--- src/rtl/bnn_cfg.svh ---
`ifndef BNN_CFG_SVH
`define BNN_CFG_SVH

// network shape
`define BNN_FEAT_CNT    4
`define BNN_FEAT_BITS   4
`define BNN_HIDDEN_CNT  8
`define BNN_CLASS_CNT   4
`define BNN_CLASS_BITS  2
`define BNN_SCORE_BITS  4

// hidden weights, 4 bits per neuron with neuron 0 in the low nibble, 1 is +1 and 0 is -1
`define BNN_HIDDEN_W    32'hA5C3_0F69

// output weights, one byte per class with class 0 in the low byte
`define BNN_OUT_W       32'h815F_F33C

`endif

--- src/rtl/bnn_pkg.sv ---
`default_nettype none

`include "bnn_cfg.svh"

package bnn_pkg;

  typedef logic [`BNN_FEAT_CNT*`BNN_FEAT_BITS-1:0] feat_vec_t;
  typedef logic [`BNN_HIDDEN_CNT-1:0] hidden_t;
  typedef logic [`BNN_CLASS_BITS-1:0] class_t;
  typedef logic [`BNN_SCORE_BITS-1:0] score_t;

  typedef enum logic [1:0] {
    HID_IDLE,
    HID_RUN,
    HID_HOLD
  } hid_state_t;

  typedef enum logic [1:0] {
    VOTE_IDLE,
    VOTE_SCAN,
    VOTE_EMIT
  } vote_state_t;

endpackage

`default_nettype wire

--- src/rtl/hidden_layer_serial.sv ---
`timescale 1ns/1ns
`default_nettype none

`include "bnn_cfg.svh"

module hidden_layer_serial (
  input  wire                     clk,
  input  wire                     rst,
  input  wire                     start,
  input  wire bnn_pkg::feat_vec_t features,
  input  wire                     full,
  output logic                    busy,
  output logic                    push,
  output bnn_pkg::hidden_t        push_data
);

  localparam int FEAT_CNT   = `BNN_FEAT_CNT;
  localparam int FEAT_BITS  = `BNN_FEAT_BITS;
  localparam int HIDDEN_CNT = `BNN_HIDDEN_CNT;
  localparam int NEG_W      = $clog2(FEAT_CNT + 1);
  localparam int SUM_W      = FEAT_BITS + $clog2(FEAT_CNT) + 2;

  localparam logic [HIDDEN_CNT*FEAT_CNT-1:0] HID_W = `BNN_HIDDEN_W;

  // number of -1 weights per neuron, folded into the sum as the +1 of each negation
  function automatic logic [HIDDEN_CNT*NEG_W-1:0] neg_table();
    logic [HIDDEN_CNT*NEG_W-1:0] tbl;
    int cnt;
    tbl = '0;
    for (int n = 0; n < HIDDEN_CNT; n++) begin
      cnt = 0;
      for (int i = 0; i < FEAT_CNT; i++) begin
        if (!HID_W[n*FEAT_CNT+i]) begin
          cnt++;
        end
      end
      tbl[n*NEG_W +: NEG_W] = NEG_W'(cnt);
    end
    return tbl;
  endfunction

  localparam logic [HIDDEN_CNT*NEG_W-1:0] NEG_TBL = neg_table();

  bnn_pkg::hid_state_t   state;
  logic [HIDDEN_CNT-1:0] token;
  bnn_pkg::feat_vec_t    feat_q;
  bnn_pkg::hidden_t      hid_q;
  logic [FEAT_CNT-1:0]   sel_w;
  logic [NEG_W-1:0]      sel_neg;
  logic [SUM_W-1:0]      term;
  logic [SUM_W-1:0]      sum;
  logic                  neuron_bit;

  // the token picks exactly one neuron's weights and its negative count
  always_comb begin
    sel_w   = '0;
    sel_neg = '0;
    for (int n = 0; n < HIDDEN_CNT; n++) begin
      if (token[n]) begin
        sel_w   = sel_w | HID_W[n*FEAT_CNT +: FEAT_CNT];
        sel_neg = sel_neg | NEG_TBL[n*NEG_W +: NEG_W];
      end
    end
  end

  // -f is formed as ~f here, the missing ones come in through sel_neg
  always_comb begin
    sum  = SUM_W'(sel_neg);
    term = '0;
    for (int i = 0; i < FEAT_CNT; i++) begin
      term = SUM_W'(feat_q[i*FEAT_BITS +: FEAT_BITS]);
      if (!sel_w[i]) begin
        term = ~term;
      end
      sum = sum + term;
    end
  end

  assign neuron_bit = ~sum[SUM_W-1];

  always_ff @(posedge clk or posedge rst) begin
    if (rst) begin
      state <= bnn_pkg::HID_IDLE;
      token <= '0;
    end else begin
      case (state)
        bnn_pkg::HID_IDLE: begin
          if (start) begin
            state <= bnn_pkg::HID_RUN;
            token <= HIDDEN_CNT'(1);
          end
        end
        bnn_pkg::HID_RUN: begin
          token <= token << 1;
          if (token[HIDDEN_CNT-1]) begin
            state <= bnn_pkg::HID_HOLD;
          end
        end
        bnn_pkg::HID_HOLD: begin
          if (!full) begin
            state <= bnn_pkg::HID_IDLE;
          end
        end
        default: state <= bnn_pkg::HID_IDLE;
      endcase
    end
  end

  // neuron 0 enters first at the top and ends up in bit 0
  always_ff @(posedge clk) begin
    if (state == bnn_pkg::HID_IDLE && start) begin
      feat_q <= features;
    end
    if (state == bnn_pkg::HID_RUN) begin
      hid_q <= {neuron_bit, hid_q[HIDDEN_CNT-1:1]};
    end
  end

  assign busy      = (state != bnn_pkg::HID_IDLE);
  assign push      = (state == bnn_pkg::HID_HOLD) && !full;
  assign push_data = hid_q;

endmodule

`default_nettype wire

--- src/rtl/hidden_fifo.sv ---
`timescale 1ns/1ns
`default_nettype none

module hidden_fifo (
  input  wire                   clk,
  input  wire                   rst,
  input  wire                   push,
  input  wire bnn_pkg::hidden_t push_data,
  input  wire                   pop,
  output bnn_pkg::hidden_t      pop_data,
  output logic                  full,
  output logic                  empty
);

  localparam int DEPTH = 2;
  localparam int PTR_W = $clog2(DEPTH);
  localparam int CNT_W = $clog2(DEPTH + 1);

  bnn_pkg::hidden_t mem [DEPTH];
  logic [PTR_W-1:0] wr_ptr;
  logic [PTR_W-1:0] rd_ptr;
  logic [CNT_W-1:0] count;
  logic             do_push;
  logic             do_pop;

  assign do_push = push && !full;
  assign do_pop  = pop && !empty;

  function automatic logic [PTR_W-1:0] ptr_inc(input logic [PTR_W-1:0] ptr);
    return (ptr == PTR_W'(DEPTH - 1)) ? '0 : ptr + 1'b1;
  endfunction

  always_ff @(posedge clk or posedge rst) begin
    if (rst) begin
      wr_ptr <= '0;
      rd_ptr <= '0;
      count  <= '0;
    end else begin
      if (do_push) begin
        wr_ptr <= ptr_inc(wr_ptr);
      end
      if (do_pop) begin
        rd_ptr <= ptr_inc(rd_ptr);
      end
      // simultaneous push and pop leaves the occupancy unchanged
      case ({do_push, do_pop})
        2'b10:   count <= count + 1'b1;
        2'b01:   count <= count - 1'b1;
        default: count <= count;
      endcase
    end
  end

  always_ff @(posedge clk) begin
    if (do_push) begin
      mem[wr_ptr] <= push_data;
    end
  end

  assign pop_data = mem[rd_ptr];
  assign full     = (count == CNT_W'(DEPTH));
  assign empty    = (count == '0);

endmodule

`default_nettype wire

--- src/rtl/output_layer_vote.sv ---
`timescale 1ns/1ns
`default_nettype none

`include "bnn_cfg.svh"

module output_layer_vote (
  input  wire                   clk,
  input  wire                   rst,
  input  wire                   empty,
  input  wire bnn_pkg::hidden_t pop_data,
  output logic                  pop,
  output logic                  result_valid,
  output bnn_pkg::class_t       result_class,
  output bnn_pkg::score_t       result_score
);

  localparam int HIDDEN_CNT = `BNN_HIDDEN_CNT;
  localparam int CLASS_CNT  = `BNN_CLASS_CNT;

  localparam logic [CLASS_CNT*HIDDEN_CNT-1:0] OUT_W = `BNN_OUT_W;
  localparam bnn_pkg::class_t LAST_CLS = bnn_pkg::class_t'(CLASS_CNT - 1);

  bnn_pkg::vote_state_t state;
  bnn_pkg::class_t      cls;
  bnn_pkg::hidden_t     hid_q;
  bnn_pkg::hidden_t     agree;
  bnn_pkg::score_t      score;
  bnn_pkg::score_t      best_score;
  bnn_pkg::class_t      best_cls;
  bnn_pkg::score_t      next_score;
  bnn_pkg::class_t      next_cls;
  logic                 better;

  // a vote is a matching bit between the hidden vector and the class weights
  always_comb begin
    agree = ~(hid_q ^ OUT_W[cls*HIDDEN_CNT +: HIDDEN_CNT]);
    score = '0;
    for (int b = 0; b < HIDDEN_CNT; b++) begin
      score = score + bnn_pkg::score_t'(agree[b]);
    end
  end

  // strictly greater only, so an equal score keeps the earlier class
  assign better     = (cls == '0) || (score > best_score);
  assign next_score = better ? score : best_score;
  assign next_cls   = better ? cls : best_cls;

  assign pop = ((state == bnn_pkg::VOTE_IDLE) || (state == bnn_pkg::VOTE_EMIT)) && !empty;
  assign result_valid = (state == bnn_pkg::VOTE_EMIT);

  always_ff @(posedge clk or posedge rst) begin
    if (rst) begin
      state        <= bnn_pkg::VOTE_IDLE;
      cls          <= '0;
      best_score   <= '0;
      best_cls     <= '0;
      result_class <= '0;
      result_score <= '0;
    end else begin
      case (state)
        bnn_pkg::VOTE_IDLE, bnn_pkg::VOTE_EMIT: begin
          cls <= '0;
          if (pop) begin
            state <= bnn_pkg::VOTE_SCAN;
          end else begin
            state <= bnn_pkg::VOTE_IDLE;
          end
        end
        bnn_pkg::VOTE_SCAN: begin
          best_score <= next_score;
          best_cls   <= next_cls;
          cls        <= cls + 1'b1;
          if (cls == LAST_CLS) begin
            state        <= bnn_pkg::VOTE_EMIT;
            result_class <= next_cls;
            result_score <= next_score;
          end
        end
        default: state <= bnn_pkg::VOTE_IDLE;
      endcase
    end
  end

  always_ff @(posedge clk) begin
    if (pop) begin
      hid_q <= pop_data;
    end
  end

endmodule

`default_nettype wire

--- src/rtl/bnn_classifier_top.sv ---
`timescale 1ns/1ns
`default_nettype none

module bnn_classifier_top (
  input  wire                     clk,
  input  wire                     rst,
  input  wire                     start,
  input  wire bnn_pkg::feat_vec_t features,
  output wire                     busy,
  output wire                     result_valid,
  output wire bnn_pkg::class_t    result_class,
  output wire bnn_pkg::score_t    result_score
);

  wire                   push;
  wire bnn_pkg::hidden_t push_data;
  wire                   full;
  wire                   pop;
  wire bnn_pkg::hidden_t pop_data;
  wire                   empty;

  hidden_layer_serial producer0 (
    .clk       (clk),
    .rst       (rst),
    .start     (start),
    .features  (features),
    .full      (full),
    .busy      (busy),
    .push      (push),
    .push_data (push_data)
  );

  // the FIFO lets the next sample run while the previous one is still voting
  hidden_fifo fifo0 (
    .clk       (clk),
    .rst       (rst),
    .push      (push),
    .push_data (push_data),
    .pop       (pop),
    .pop_data  (pop_data),
    .full      (full),
    .empty     (empty)
  );

  output_layer_vote consumer0 (
    .clk          (clk),
    .rst          (rst),
    .empty        (empty),
    .pop_data     (pop_data),
    .pop          (pop),
    .result_valid (result_valid),
    .result_class (result_class),
    .result_score (result_score)
  );

endmodule

`default_nettype wire

--- config.mk ---
export PLATFORM = sky130hd
export DESIGN_NAME = bnn_classifier_top
export DESIGN_NICKNAME = d
export VERILOG_FILES = /design/src/rtl/bnn_pkg.sv /design/src/rtl/hidden_layer_serial.sv /design/src/rtl/hidden_fifo.sv /design/src/rtl/output_layer_vote.sv /design/src/rtl/bnn_classifier_top.sv
export VERILOG_INCLUDE_DIRS = /design/src /design/src/rtl
export SDC_FILE = /design/constraint.sdc
export NUM_CORES = 1
export LEC_CHECK = 0
export BUFFER_PORTS_ARGS = -buffer_cell sky130_fd_sc_hd__buf_2
export CORE_ASPECT_RATIO = 0.9
export CORE_MARGIN = 2
export CORE_UTILIZATION = 54
export DETAILED_ROUTE_END_ITERATION = 6
export PLACE_DENSITY = 0.86
export SLEW_MARGIN = 40
export SYNTH_ARGS = -nofsm -noshare
export SYNTH_HDL_FRONTEND = slang
export SYNTH_SLANG_ARGS = --single-unit
export TNS_END_PERCENT = 100
--- constraint.sdc ---
create_clock -name clk -period 4.6 [get_ports clk]
set_input_delay 0.46 -clock clk [delete_from_list [all_inputs] [get_ports clk]]
set_output_delay 0.46 -clock clk [all_outputs]
set_load 0.05 [all_outputs]
==> results.ini, run 1 <==
[cts]
numCtsBuffers=9
cts_tree=done
clk_latency_ns=0.36
cts_sinks=78
cts_hold_buffers=0
h-tree-depth=3
clk_root_buffer_cell=clkbuf_8
clkTransAtPathRegs_ns=0.08
clk_path_buf_depth=2

[yosys]
synth.cell_area_um2=3970
ys_async_sr_fraction=0.385
synth_flop_cell=edfxtp_1
synth_top_area_share=0.363
yosys.area.top_type=edfxtp_1
yosysSeqAreaShare=0.553
ys_ff_latch=78
synth_area_leaders=edfxtp_1 (36%), dfrtp_1 (19%), fa_1 (7.6%)
syn-num-nets=341
syn_area_per_cell_um2=13.9
ys_warn_count=0
syn_inst=286
synth_edf_count=48
synth_cell_types=42

[grt]
overflow=0
track_usage=0.182
grt_pass1_wl_um=10900
grt_pass1_vias=2317
grt_max_degree=31
grt_antenna_before_repair=0

[setup_path]
critPathSlowestCell=fa_1
slowest_delay_ns=0.58
r2r_end=consumer0.best_cls[1]$_DFFE_PP0P_
reg2reg_from=consumer0.cls[1]$_DFFE_PP0P_
worstPathCellList=inv_1 > ha_4 > xnor2_2 > ha_1 > inv_1 > fa_1 > fa_1 > inv_2 > fa_2 > inv_2 > fa_1 > inv_2 > ha_4 > nor2b_4 > o2111ai_4 > a31oi_4 > mux2_4
setup.worst_path.start_class=flip-flop
required_ns=4.84
ff2ff_setup_slack_ns=0.15
worst-setup-path-type=reg -> reg
endpoint_kind=flip-flop
ff2ff_path_depth=17
cp.arrival_ns=4.70
path_max_fanout=6

[finish]
stdcell_area_um2=4520
seq_area_um2=2190
fill_cells=505
final_cell_mix=edfxtp_1 (48), inv_1 (33), dfrtp_1 (30)
multiInputGateArea_um2=1670
nets=380
mostFrequentLayoutCell=edfxtp_1
num_antenna_cells=0
drive_above_1_share=0.255
area_delta_synth_final_pct=13.9

[floorplan]
start_util=0.561
io_pins=27
dieArea_um2=8050
core_area_um2=7080
die_height_um=85.3
rows=29
die_w_um=94.3

[timing]
holdWs_ns=0.178
final-setup-viol-count=0
slew_viol_final=0
fin_crit_ns=4.45
fmax_mhz=225
hold_viol_final=0
skew_ns=0.0120
finalSetupTns_ns=0
tightest_slew_ns=0.710
min_period_over_period=0.968
max_slew_margin=0.525

[detailed_routing]
routedWlPerCell_um=15.8
routed_wl_um=6700
drt-initial-drc-count=118
final_antenna_net_count=0
vias=2295
drc=0
first_pass_iters=4
vias_per_cell=5.43

[placed_design]
place_area_um2=4240
io_buffers=26
gp_congestion=0.834
dpl.hpwl_um=4860

[min_path]
min_path_type=in -> async

[run_status]
status=complete, no violations

[job]
maxCapViolations=0

==> layout make-up <==
class	count	area share
clock buffer	11	0.0313
clock inverter	5	0.0130
inverter	40	0.0332
multi-input combinational	163	0.370
sequential	78	0.485
tap	93	0.0258
timing repair buffer	33	0.0413
==> how the worst max path moves through the flow <==
stage	startpoint	to	slack, ns	cells past startpoint
global placement	consumer0.cls[0]$_DFFE_PP0P_	consumer0.best_score[2]$_DFFE_PP0P_	0.06	17
detailed placement	consumer0.cls[0]$_DFFE_PP0P_	consumer0.best_cls[1]$_DFFE_PP0P_	-0.08	17
finish	consumer0.cls[1]$_DFFE_PP0P_	consumer0.best_cls[1]$_DFFE_PP0P_	0.15	17
floorplan	consumer0.cls[0]$_DFFE_PP0P_	consumer0.best_cls[0]$_DFFE_PP0P_	0.04	17
CTS	consumer0.cls[0]$_DFFE_PP0P_	consumer0.best_cls[1]$_DFFE_PP0P_	0.003	17
global route	consumer0.cls[0]$_DFFE_PP0P_	consumer0.best_score[1]$_DFFE_PP0P_	-0.01	18
==> layer usage <==
| metal | wire, um | vias up | global-route usage | share of wire |
|---|---|---|---|---|
| met1 | 2950 | 1160 | 0.224 | 0.44 |
| li1 | - | 1075 | - | - |
| met3 | 275 | 10 | 0.0639 | 0.041 |
| met5 | 0 | - | 0 | 0 |
| met4 | 108 | 0 | 0.0646 | 0.016 |
| met2 | 3360 | 50 | 0.299 | 0.50 |
==> cell usage after synthesis, drive strengths merged (2+ instances only) <==
cell / number
edfxtp: 48
inv: 38
dfrtp: 30
ha: 21
xnor2: 18
fa: 15
xor2: 14
mux2: 13
nor2: 12
a21oi: 8
nand2: 7
a22o: 6
nor2b: 6
nor4: 5
o21ai: 5
o31ai: 5
a31oi: 4
clkbuf: 4
a41oi: 3
nand4: 3
a21o: 2
and2: 2
clkinv: 2
mux2i: 2
nand2b: 2
nor3: 2
o21bai: 2
==> stage by stage <==
| step | util | setup slack [ns] | instances |
|---|---|---|---|
| after floorplan | - | 0.0450 | 286 |
| after global placement | 0.600 | 0.0606 | 406 |
| after detailed placement | 0.600 | -0.0846 | 406 |
| after CTS | 0.630 | 0.00315 | 422 |
| after global routing | 0.639 | -0.0131 | 423 |
| final | 0.639 | 0.147 | 423 |
==> what timing repair did <==
item                                    CTS  global route
pin swaps                                 1             5
setup buffers                             0             1
hold endpoints to repair                  0             0
gates resized for setup                   4            12
endpoints found under the setup margin    5            11
==> registers in the layout (all words and copies together), names as in the netlist <==
register                count
fifo0.wr_ptr                1
fifo0.count                 2
consumer0.state             2
consumer0.result_class      2
consumer0.cls               2
consumer0.hid_q             8
fifo0.mem                  16
producer0.feat_q           16
consumer0.best_cls          2
producer0.state             2
producer0.token             8
fifo0.rd_ptr                1
consumer0.result_score      4
consumer0.best_score        4
producer0.push_data         8
==> critical path, delay by kind of cell (launching register included) <==
family	cells	cell delay (ns)
fa+ha+maj	7	2.49
xor+xnor	1	0.14
mux	1	0.34
flops	1	0.37
simple gates	1	0.17
buf+inv	5	0.35
compound gates	2	0.50
==> kinds of logic (layout without fill, tap and decap cells) <==
group	Yosys count	count (layout)	synth area share
muxes	15	15	0.0420
and+or+nand+nor	40	40	0.0685
DFF	78	78	0.553
buffers and inverters	45	89	0.0448
xor gates and xnor gates	32	32	0.0707
AOI/OAI and AO/OA	40	40	0.0795
adders and majority gates	36	36	0.142
Power of run 1 is not shown: default switching activity piles up to over one toggle a cycle in this logic, so the estimate is an artifact.
==> run 2: changes to the inputs <==
- clock period: 4.6 -> 4 ns (I/O delays scaled with it)
==> run 2 against run 1 <==
Against the previous run: the flow now finishes with violations (negative setup slack); cell count up 3.3%; die area unchanged; via count up 1.4%; worst setup slack worse by 0.53 ns; global-route usage up 1.0 points; fmax up 1.7%; first-iteration DRC count down 9.3%; wire length up 2.3%; non-clock buffer count up 14; worst hold slack worse by 0.053 ns.
==> results.ini, run 2 (synthesis gave the netlist of run 1 again) <==
[grt]
overflow=0  ; unchanged
grt_antenna_before_repair=0  ; unchanged
grt_pass1_wl_um=11700  ; +7.7%
grt_pass1_vias=2548  ; +10%
track_usage=0.192  ; +0.0104
grt_max_degree=31  ; unchanged

[detailed_routing]
wl_met3_um=273  ; -0.73%
drc=0  ; unchanged
highest_layer=met4
routedWlPerCell_um=15.7  ; -1.0%
wl_met2_um=3500  ; +4.2%
wirelength_met1_um=2960  ; +0.24%
vias_per_cell=5.33  ; -1.8%
first_pass_iters=4  ; unchanged
drt-initial-drc-count=107  ; -9.3%
routed_wl_um=6850  ; +2.3%
final_antenna_net_count=0  ; unchanged
vias=2328  ; +1.4%

[finish]
fill_cells=506  ; +0.20%
nets=394  ; +3.7%
num_antenna_cells=0  ; unchanged
area_delta_synth_final_pct=17.5
drive_above_1_share=0.320  ; +0.0652
mostFrequentLayoutCell=edfxtp_1
final_cell_mix=edfxtp_1 (48), inv_1 (32), dfrtp_1 (29)
top_regs=fifo0.mem (16), producer0.feat_q (16)
final_util=0.659  ; +0.0200

[cts]
numCtsBuffers=9  ; unchanged
clk_path_buf_depth=2  ; unchanged
clk_latency_ns=0.35  ; about the same
cts_sinks=78  ; unchanged
cts_tree=done
clk_root_buffer_cell=clkbuf_8
cts_hold_buffers=0  ; unchanged
clkTransAtPathRegs_ns=0.09  ; about the same
h-tree-depth=3  ; unchanged

[setup_path]
endpoint_kind=flip-flop
reg2reg_from=consumer0.cls[1]$_DFFE_PP0P_
required_ns=4.24  ; -0.60 ns
setup.worst_path.start=consumer0.cls[1]$_DFFE_PP0P_
path_max_fanout=6  ; unchanged
setup.worst_path.start_class=flip-flop
cp.arrival_ns=4.62  ; -0.08 ns
worst-setup-path-type=reg -> reg

[placed_design]
place_ws_ns=-0.414  ; -0.329 ns
dpl.hpwl_um=4970  ; +2.3%
io_buffers=26  ; unchanged
gp_congestion=0.846  ; +1.4%

[floorplan]
dieArea_um2=8050  ; unchanged
start_util=0.561  ; unchanged
core_area_um2=7080  ; unchanged
die_w_um=94.3  ; unchanged
die_height_um=85.3  ; unchanged
rows=29  ; unchanged
io_pins=27  ; unchanged

[timing]
min_period_over_period=1.09  ; +0.126
worst_slack_ns=-0.378  ; -0.525 ns
fin_crit_ns=4.38  ; -0.0749 ns
slew_viol_final=0  ; unchanged
final-setup-viol-count=12  ; +12
tightest_slew_ns=0.706  ; -0.00433 ns
skew_ns=0.00884  ; -0.00314 ns
hold_viol_final=0  ; unchanged
rsz0062_at_grt=true
fmax_mhz=228  ; +1.7%
finalSetupTns_ns=-4.04  ; -4.04 ns
max_slew_margin=0.528  ; +0.00289

[run_status]
status=finished, violations left
violations=negative setup slack

[job]
maxCapViolations=0  ; unchanged

[min_path]
min_path_type=in -> async

## run 2: what timing repair did
item,CTS,global route
setup endpoints to repair,12,12
pin swaps,5,7
setup buffers,3,2
resized for setup,2,10
## run 2: final timing paths
path                       cells after the start                                   to  slack, ns
max reg2reg                                   17    consumer0.best_cls[0]$_DFFE_PP0P_      -0.38
max in group asynchronous                      2         consumer0.cls[1]$_DFFE_PP0P_       3.43
max                                           17    consumer0.best_cls[0]$_DFFE_PP0P_      -0.38
min                                            2  consumer0.best_score[2]$_DFFE_PP0P_       0.12
min reg2reg                                    0            fifo0.mem[1][0]$_DFFE_PP_       0.46
min in group clk                               1        producer0.feat_q[6]$_DFFE_PP_       0.22
## run 2: area by class of cell
class / count / area [um2] / share of cell area
timing repair buffer: 47 / 292 / 0.0626
clock inverter: 7 / 61.3 / 0.0132
tap: 93 / 116 / 0.0250
sequential: 78 / 2190 / 0.471
inverter: 40 / 150 / 0.0322
multi-input combinational: 163 / 1720 / 0.370
clock buffer: 9 / 124 / 0.0266
## run 2: per-layer routing
layer	up-vias	global-route usage
met4	0	0.0659
met1	1162	0.238
met3	11	0.0533
met2	51	0.326
li1	1104	-
met5	-	0
## run 2: worst max-delay path, stage by stage (launching register included)
cell and delay (ns):
dfrtp_2 0.42, inv_2 0.09, ha_4 0.22, xnor2_2 0.13, ha_1 0.27, inv_1 0.04, fa_1 0.49, fa_1 0.43
inv_2 0.07, fa_2 0.20, inv_2 0.04, fa_2 0.54, inv_2 0.06, ha_4 0.27, nor2b_4 0.17, o2111ai_4 0.16
a31oi_4 0.34, mux2_4 0.33
## run 2: metrics by stage
step	hold slack (ns)	instances	cell area, um2
final	0.125	437	4660
after global placement	0.423	416	4370
after global routing	0.173	437	4660
after floorplan	0.421	286	4030
after detailed placement	0.439	416	4370
after CTS	0.131	435	4590
Power of run 2 is left out for the same reason.
==> run 3: changes to the inputs <==
==> constraint.sdc (replaced) <==
create_clock -name clk -period 4 [get_ports clk]
set_input_delay 0.2 -clock clk [delete_from_list [all_inputs] [get_ports clk]]
set_output_delay 0.2 -clock clk [all_outputs]
set_load 0.05 [all_outputs]
==> run 3 against run 2 <==
Against the previous run: the run still ends with negative setup slack left; design area rose by 2.1%; via count rose by 1.5%; fmax fell by 0.32%; cell count rose by 2.3%; worst hold slack got worse by 0.11 ns; sequential share of layout area fell by 0.99 points; core utilization rose by 1.4 points; count of clock-buffer cells in the layout did not move; register-to-register slack barely moved; worst setup slack got worse by 0.014 ns; global-route usage rose by 0.59 points; flip-flop and latch count did not move; critical endpoint unchanged; highest routed layer unchanged.
==> results.ini, run 3 (synthesis gave the netlist of run 1 again) <==
[finish]
fill_cells=491  ; -3.0%
area_delta_synth_final_pct=20.0
num_antenna_cells=0  ; unchanged
nets=404  ; +2.5%
multiInputGateArea_um2=1720  ; unchanged
top_regs=fifo0.mem (16), producer0.feat_q (16)
final_cell_mix=edfxtp_1 (48), inv_1 (32), dfrtp_1 (29)
seq_area_um2=2190  ; unchanged
mostFrequentLayoutCell=edfxtp_1
drive_above_1_share=0.311  ; -0.00903

[placed_design]
dpl.hpwl_um=4970  ; unchanged
io_buffers=26  ; unchanged
gp_congestion=0.846  ; unchanged

[detailed_routing]
routedWlPerCell_um=16.0  ; +2.1%
drc=0  ; unchanged
routed_wl_um=7150  ; +4.4%
vias_per_cell=5.29  ; -0.77%
final_antenna_net_count=0  ; unchanged
first_pass_iters=4  ; unchanged
drt-initial-drc-count=120  ; +12%
vias=2363  ; +1.5%

[timing]
skew_ns=0.0104  ; +0.00152 ns
max_slew_margin=0.526  ; -0.00163
min_period_over_period=1.10  ; +0.00348
tightest_slew_ns=0.708  ; +0.00244 ns
fmax_mhz=228  ; -0.32%
worst_slack_ns=-0.392  ; -0.0139 ns
final-setup-viol-count=12  ; unchanged
hold_viol_final=0  ; unchanged
finalSetupTns_ns=-4.22  ; -0.180 ns
slew_viol_final=0  ; unchanged
fin_crit_ns=4.39  ; +0.0139 ns
rsz0062_at_grt=true

[grt]
grt_max_degree=31  ; unchanged
grt_pass1_vias=2611  ; +2.5%
track_usage=0.198  ; +0.00590
overflow=0  ; unchanged
grt_pass1_wl_um=12100  ; +2.9%
grt_antenna_before_repair=0  ; unchanged

[floorplan]
core_area_um2=7080  ; unchanged
start_util=0.561  ; unchanged
io_pins=27  ; unchanged
die_height_um=85.3  ; unchanged
dieArea_um2=8050  ; unchanged
rows=29  ; unchanged
die_w_um=94.3  ; unchanged

[setup_path]
worstPathCellList=inv_2 > ha_4 > xnor2_2 > ha_1 > inv_1 > fa_1 > fa_1 > inv_2 > fa_2 > inv_2 > fa_2 > inv_2 > ha_4 > nor2b_4 > o2111ai_4 > a31oi_4 > mux2_4
worst-setup-path-type=reg -> reg
cp.depth=17  ; unchanged
cp.arrival_ns=4.63  ; about the same
critPathTopFamily=adder cells
critPathBufInv=5  ; unchanged
ff2ff_path_depth=17  ; unchanged
slowest_delay_ns=0.54  ; about the same
path_max_fanout=6  ; unchanged
setup.worst_path.start_class=flip-flop
path_common_cell=inv_2
critPathSlowestCell=fa_2
endpoint_kind=flip-flop
required_ns=4.24  ; about the same

[cts]
numCtsBuffers=9  ; unchanged
clk_latency_ns=0.35  ; about the same
cts_tree=done
clk_root_buffer_cell=clkbuf_8
clk_path_buf_depth=2  ; unchanged
cts_sinks=78  ; unchanged
clkTransAtPathRegs_ns=0.09  ; about the same
h-tree-depth=3  ; unchanged

[run_status]
status=finished, violations left
violations=negative setup slack

[min_path]
min_path_cells=1
min_path_type=in -> reg

[job]
maxCapViolations=0  ; unchanged

-- run 3: cell count changes in the layout (fill, tap and decap cells not counted) --
cell           before  now
dlygate4sd3_1       0   10
-- run 3: path summary, 6_finish.rpt --
| path | from | endpoint | slack [ns] |
|---|---|---|---|
| worst max-delay path | consumer0.cls[1]$_DFFE_PP0P_ | consumer0.best_cls[0]$_DFFE_PP0P_ | -0.39 |
| worst min-delay path | features[10] | producer0.feat_q[10]$_DFFE_PP_ | 0.02 |
| worst max register to register | consumer0.cls[1]$_DFFE_PP0P_ | consumer0.best_cls[0]$_DFFE_PP0P_ | -0.39 |
| worst min register to register | producer0.push_data[0]$_DFFE_PP_ | fifo0.mem[1][0]$_DFFE_PP_ | 0.46 |
| max in group asynchronous | rst | consumer0.cls[1]$_DFFE_PP0P_ | 3.06 |
| min in group asynchronous | rst | consumer0.best_score[2]$_DFFE_PP0P_ | 0.49 |
-- run 3: final cells by class --
class / instances / area share
Clock buffer: 9 / 0.0260
Clock inverter: 7 / 0.0129
Inverter: 40 / 0.0315
Multi-Input combinational cell: 163 / 0.362
Sequential cell: 78 / 0.461
Tap cell: 93 / 0.0244
Timing Repair Buffer: 57 / 0.0823
-- run 3: what timing repair did --
item,4_1_cts,5_1_grt
cloned,0,0
hold buffers,10,0
resized for setup,2,10
pin swaps,5,7
hold endpoints to repair,39,0
setup buffers,3,2
endpoints found under the setup margin,12,12
-- run 3: metal layers --
| metal | vias to the layer above | wire length (um) | global-route usage |
|---|---|---|---|
| li1 | 1124 | - | - |
| met1 | 1195 | 3100 | 0.243 |
| met2 | 37 | 3760 | 0.338 |
| met3 | 7 | 220 | 0.0551 |
| met4 | 0 | 72 | 0.0698 |
| met5 | - | 0 | 0 |
-- run 3: per-stage QoR --
| step | worst slack, ns | cell area [um2] | hold slack (ns) | utilization | instances |
|---|---|---|---|---|---|
| after global routing | -0.542 | 4760 | 0.00285 | 0.673 | 447 |
| after floorplan | -0.336 | 4030 | 0.291 | - | 286 |
| after global placement | -0.282 | 4370 | 0.377 | 0.617 | 416 |
| final | -0.392 | 4760 | 0.0189 | 0.673 | 447 |
| after detailed placement | -0.414 | 4370 | 0.322 | 0.617 | 416 |
| after CTS | -0.393 | 4690 | 0.00169 | 0.662 | 445 |
Power of run 3 is left out for the same reason.
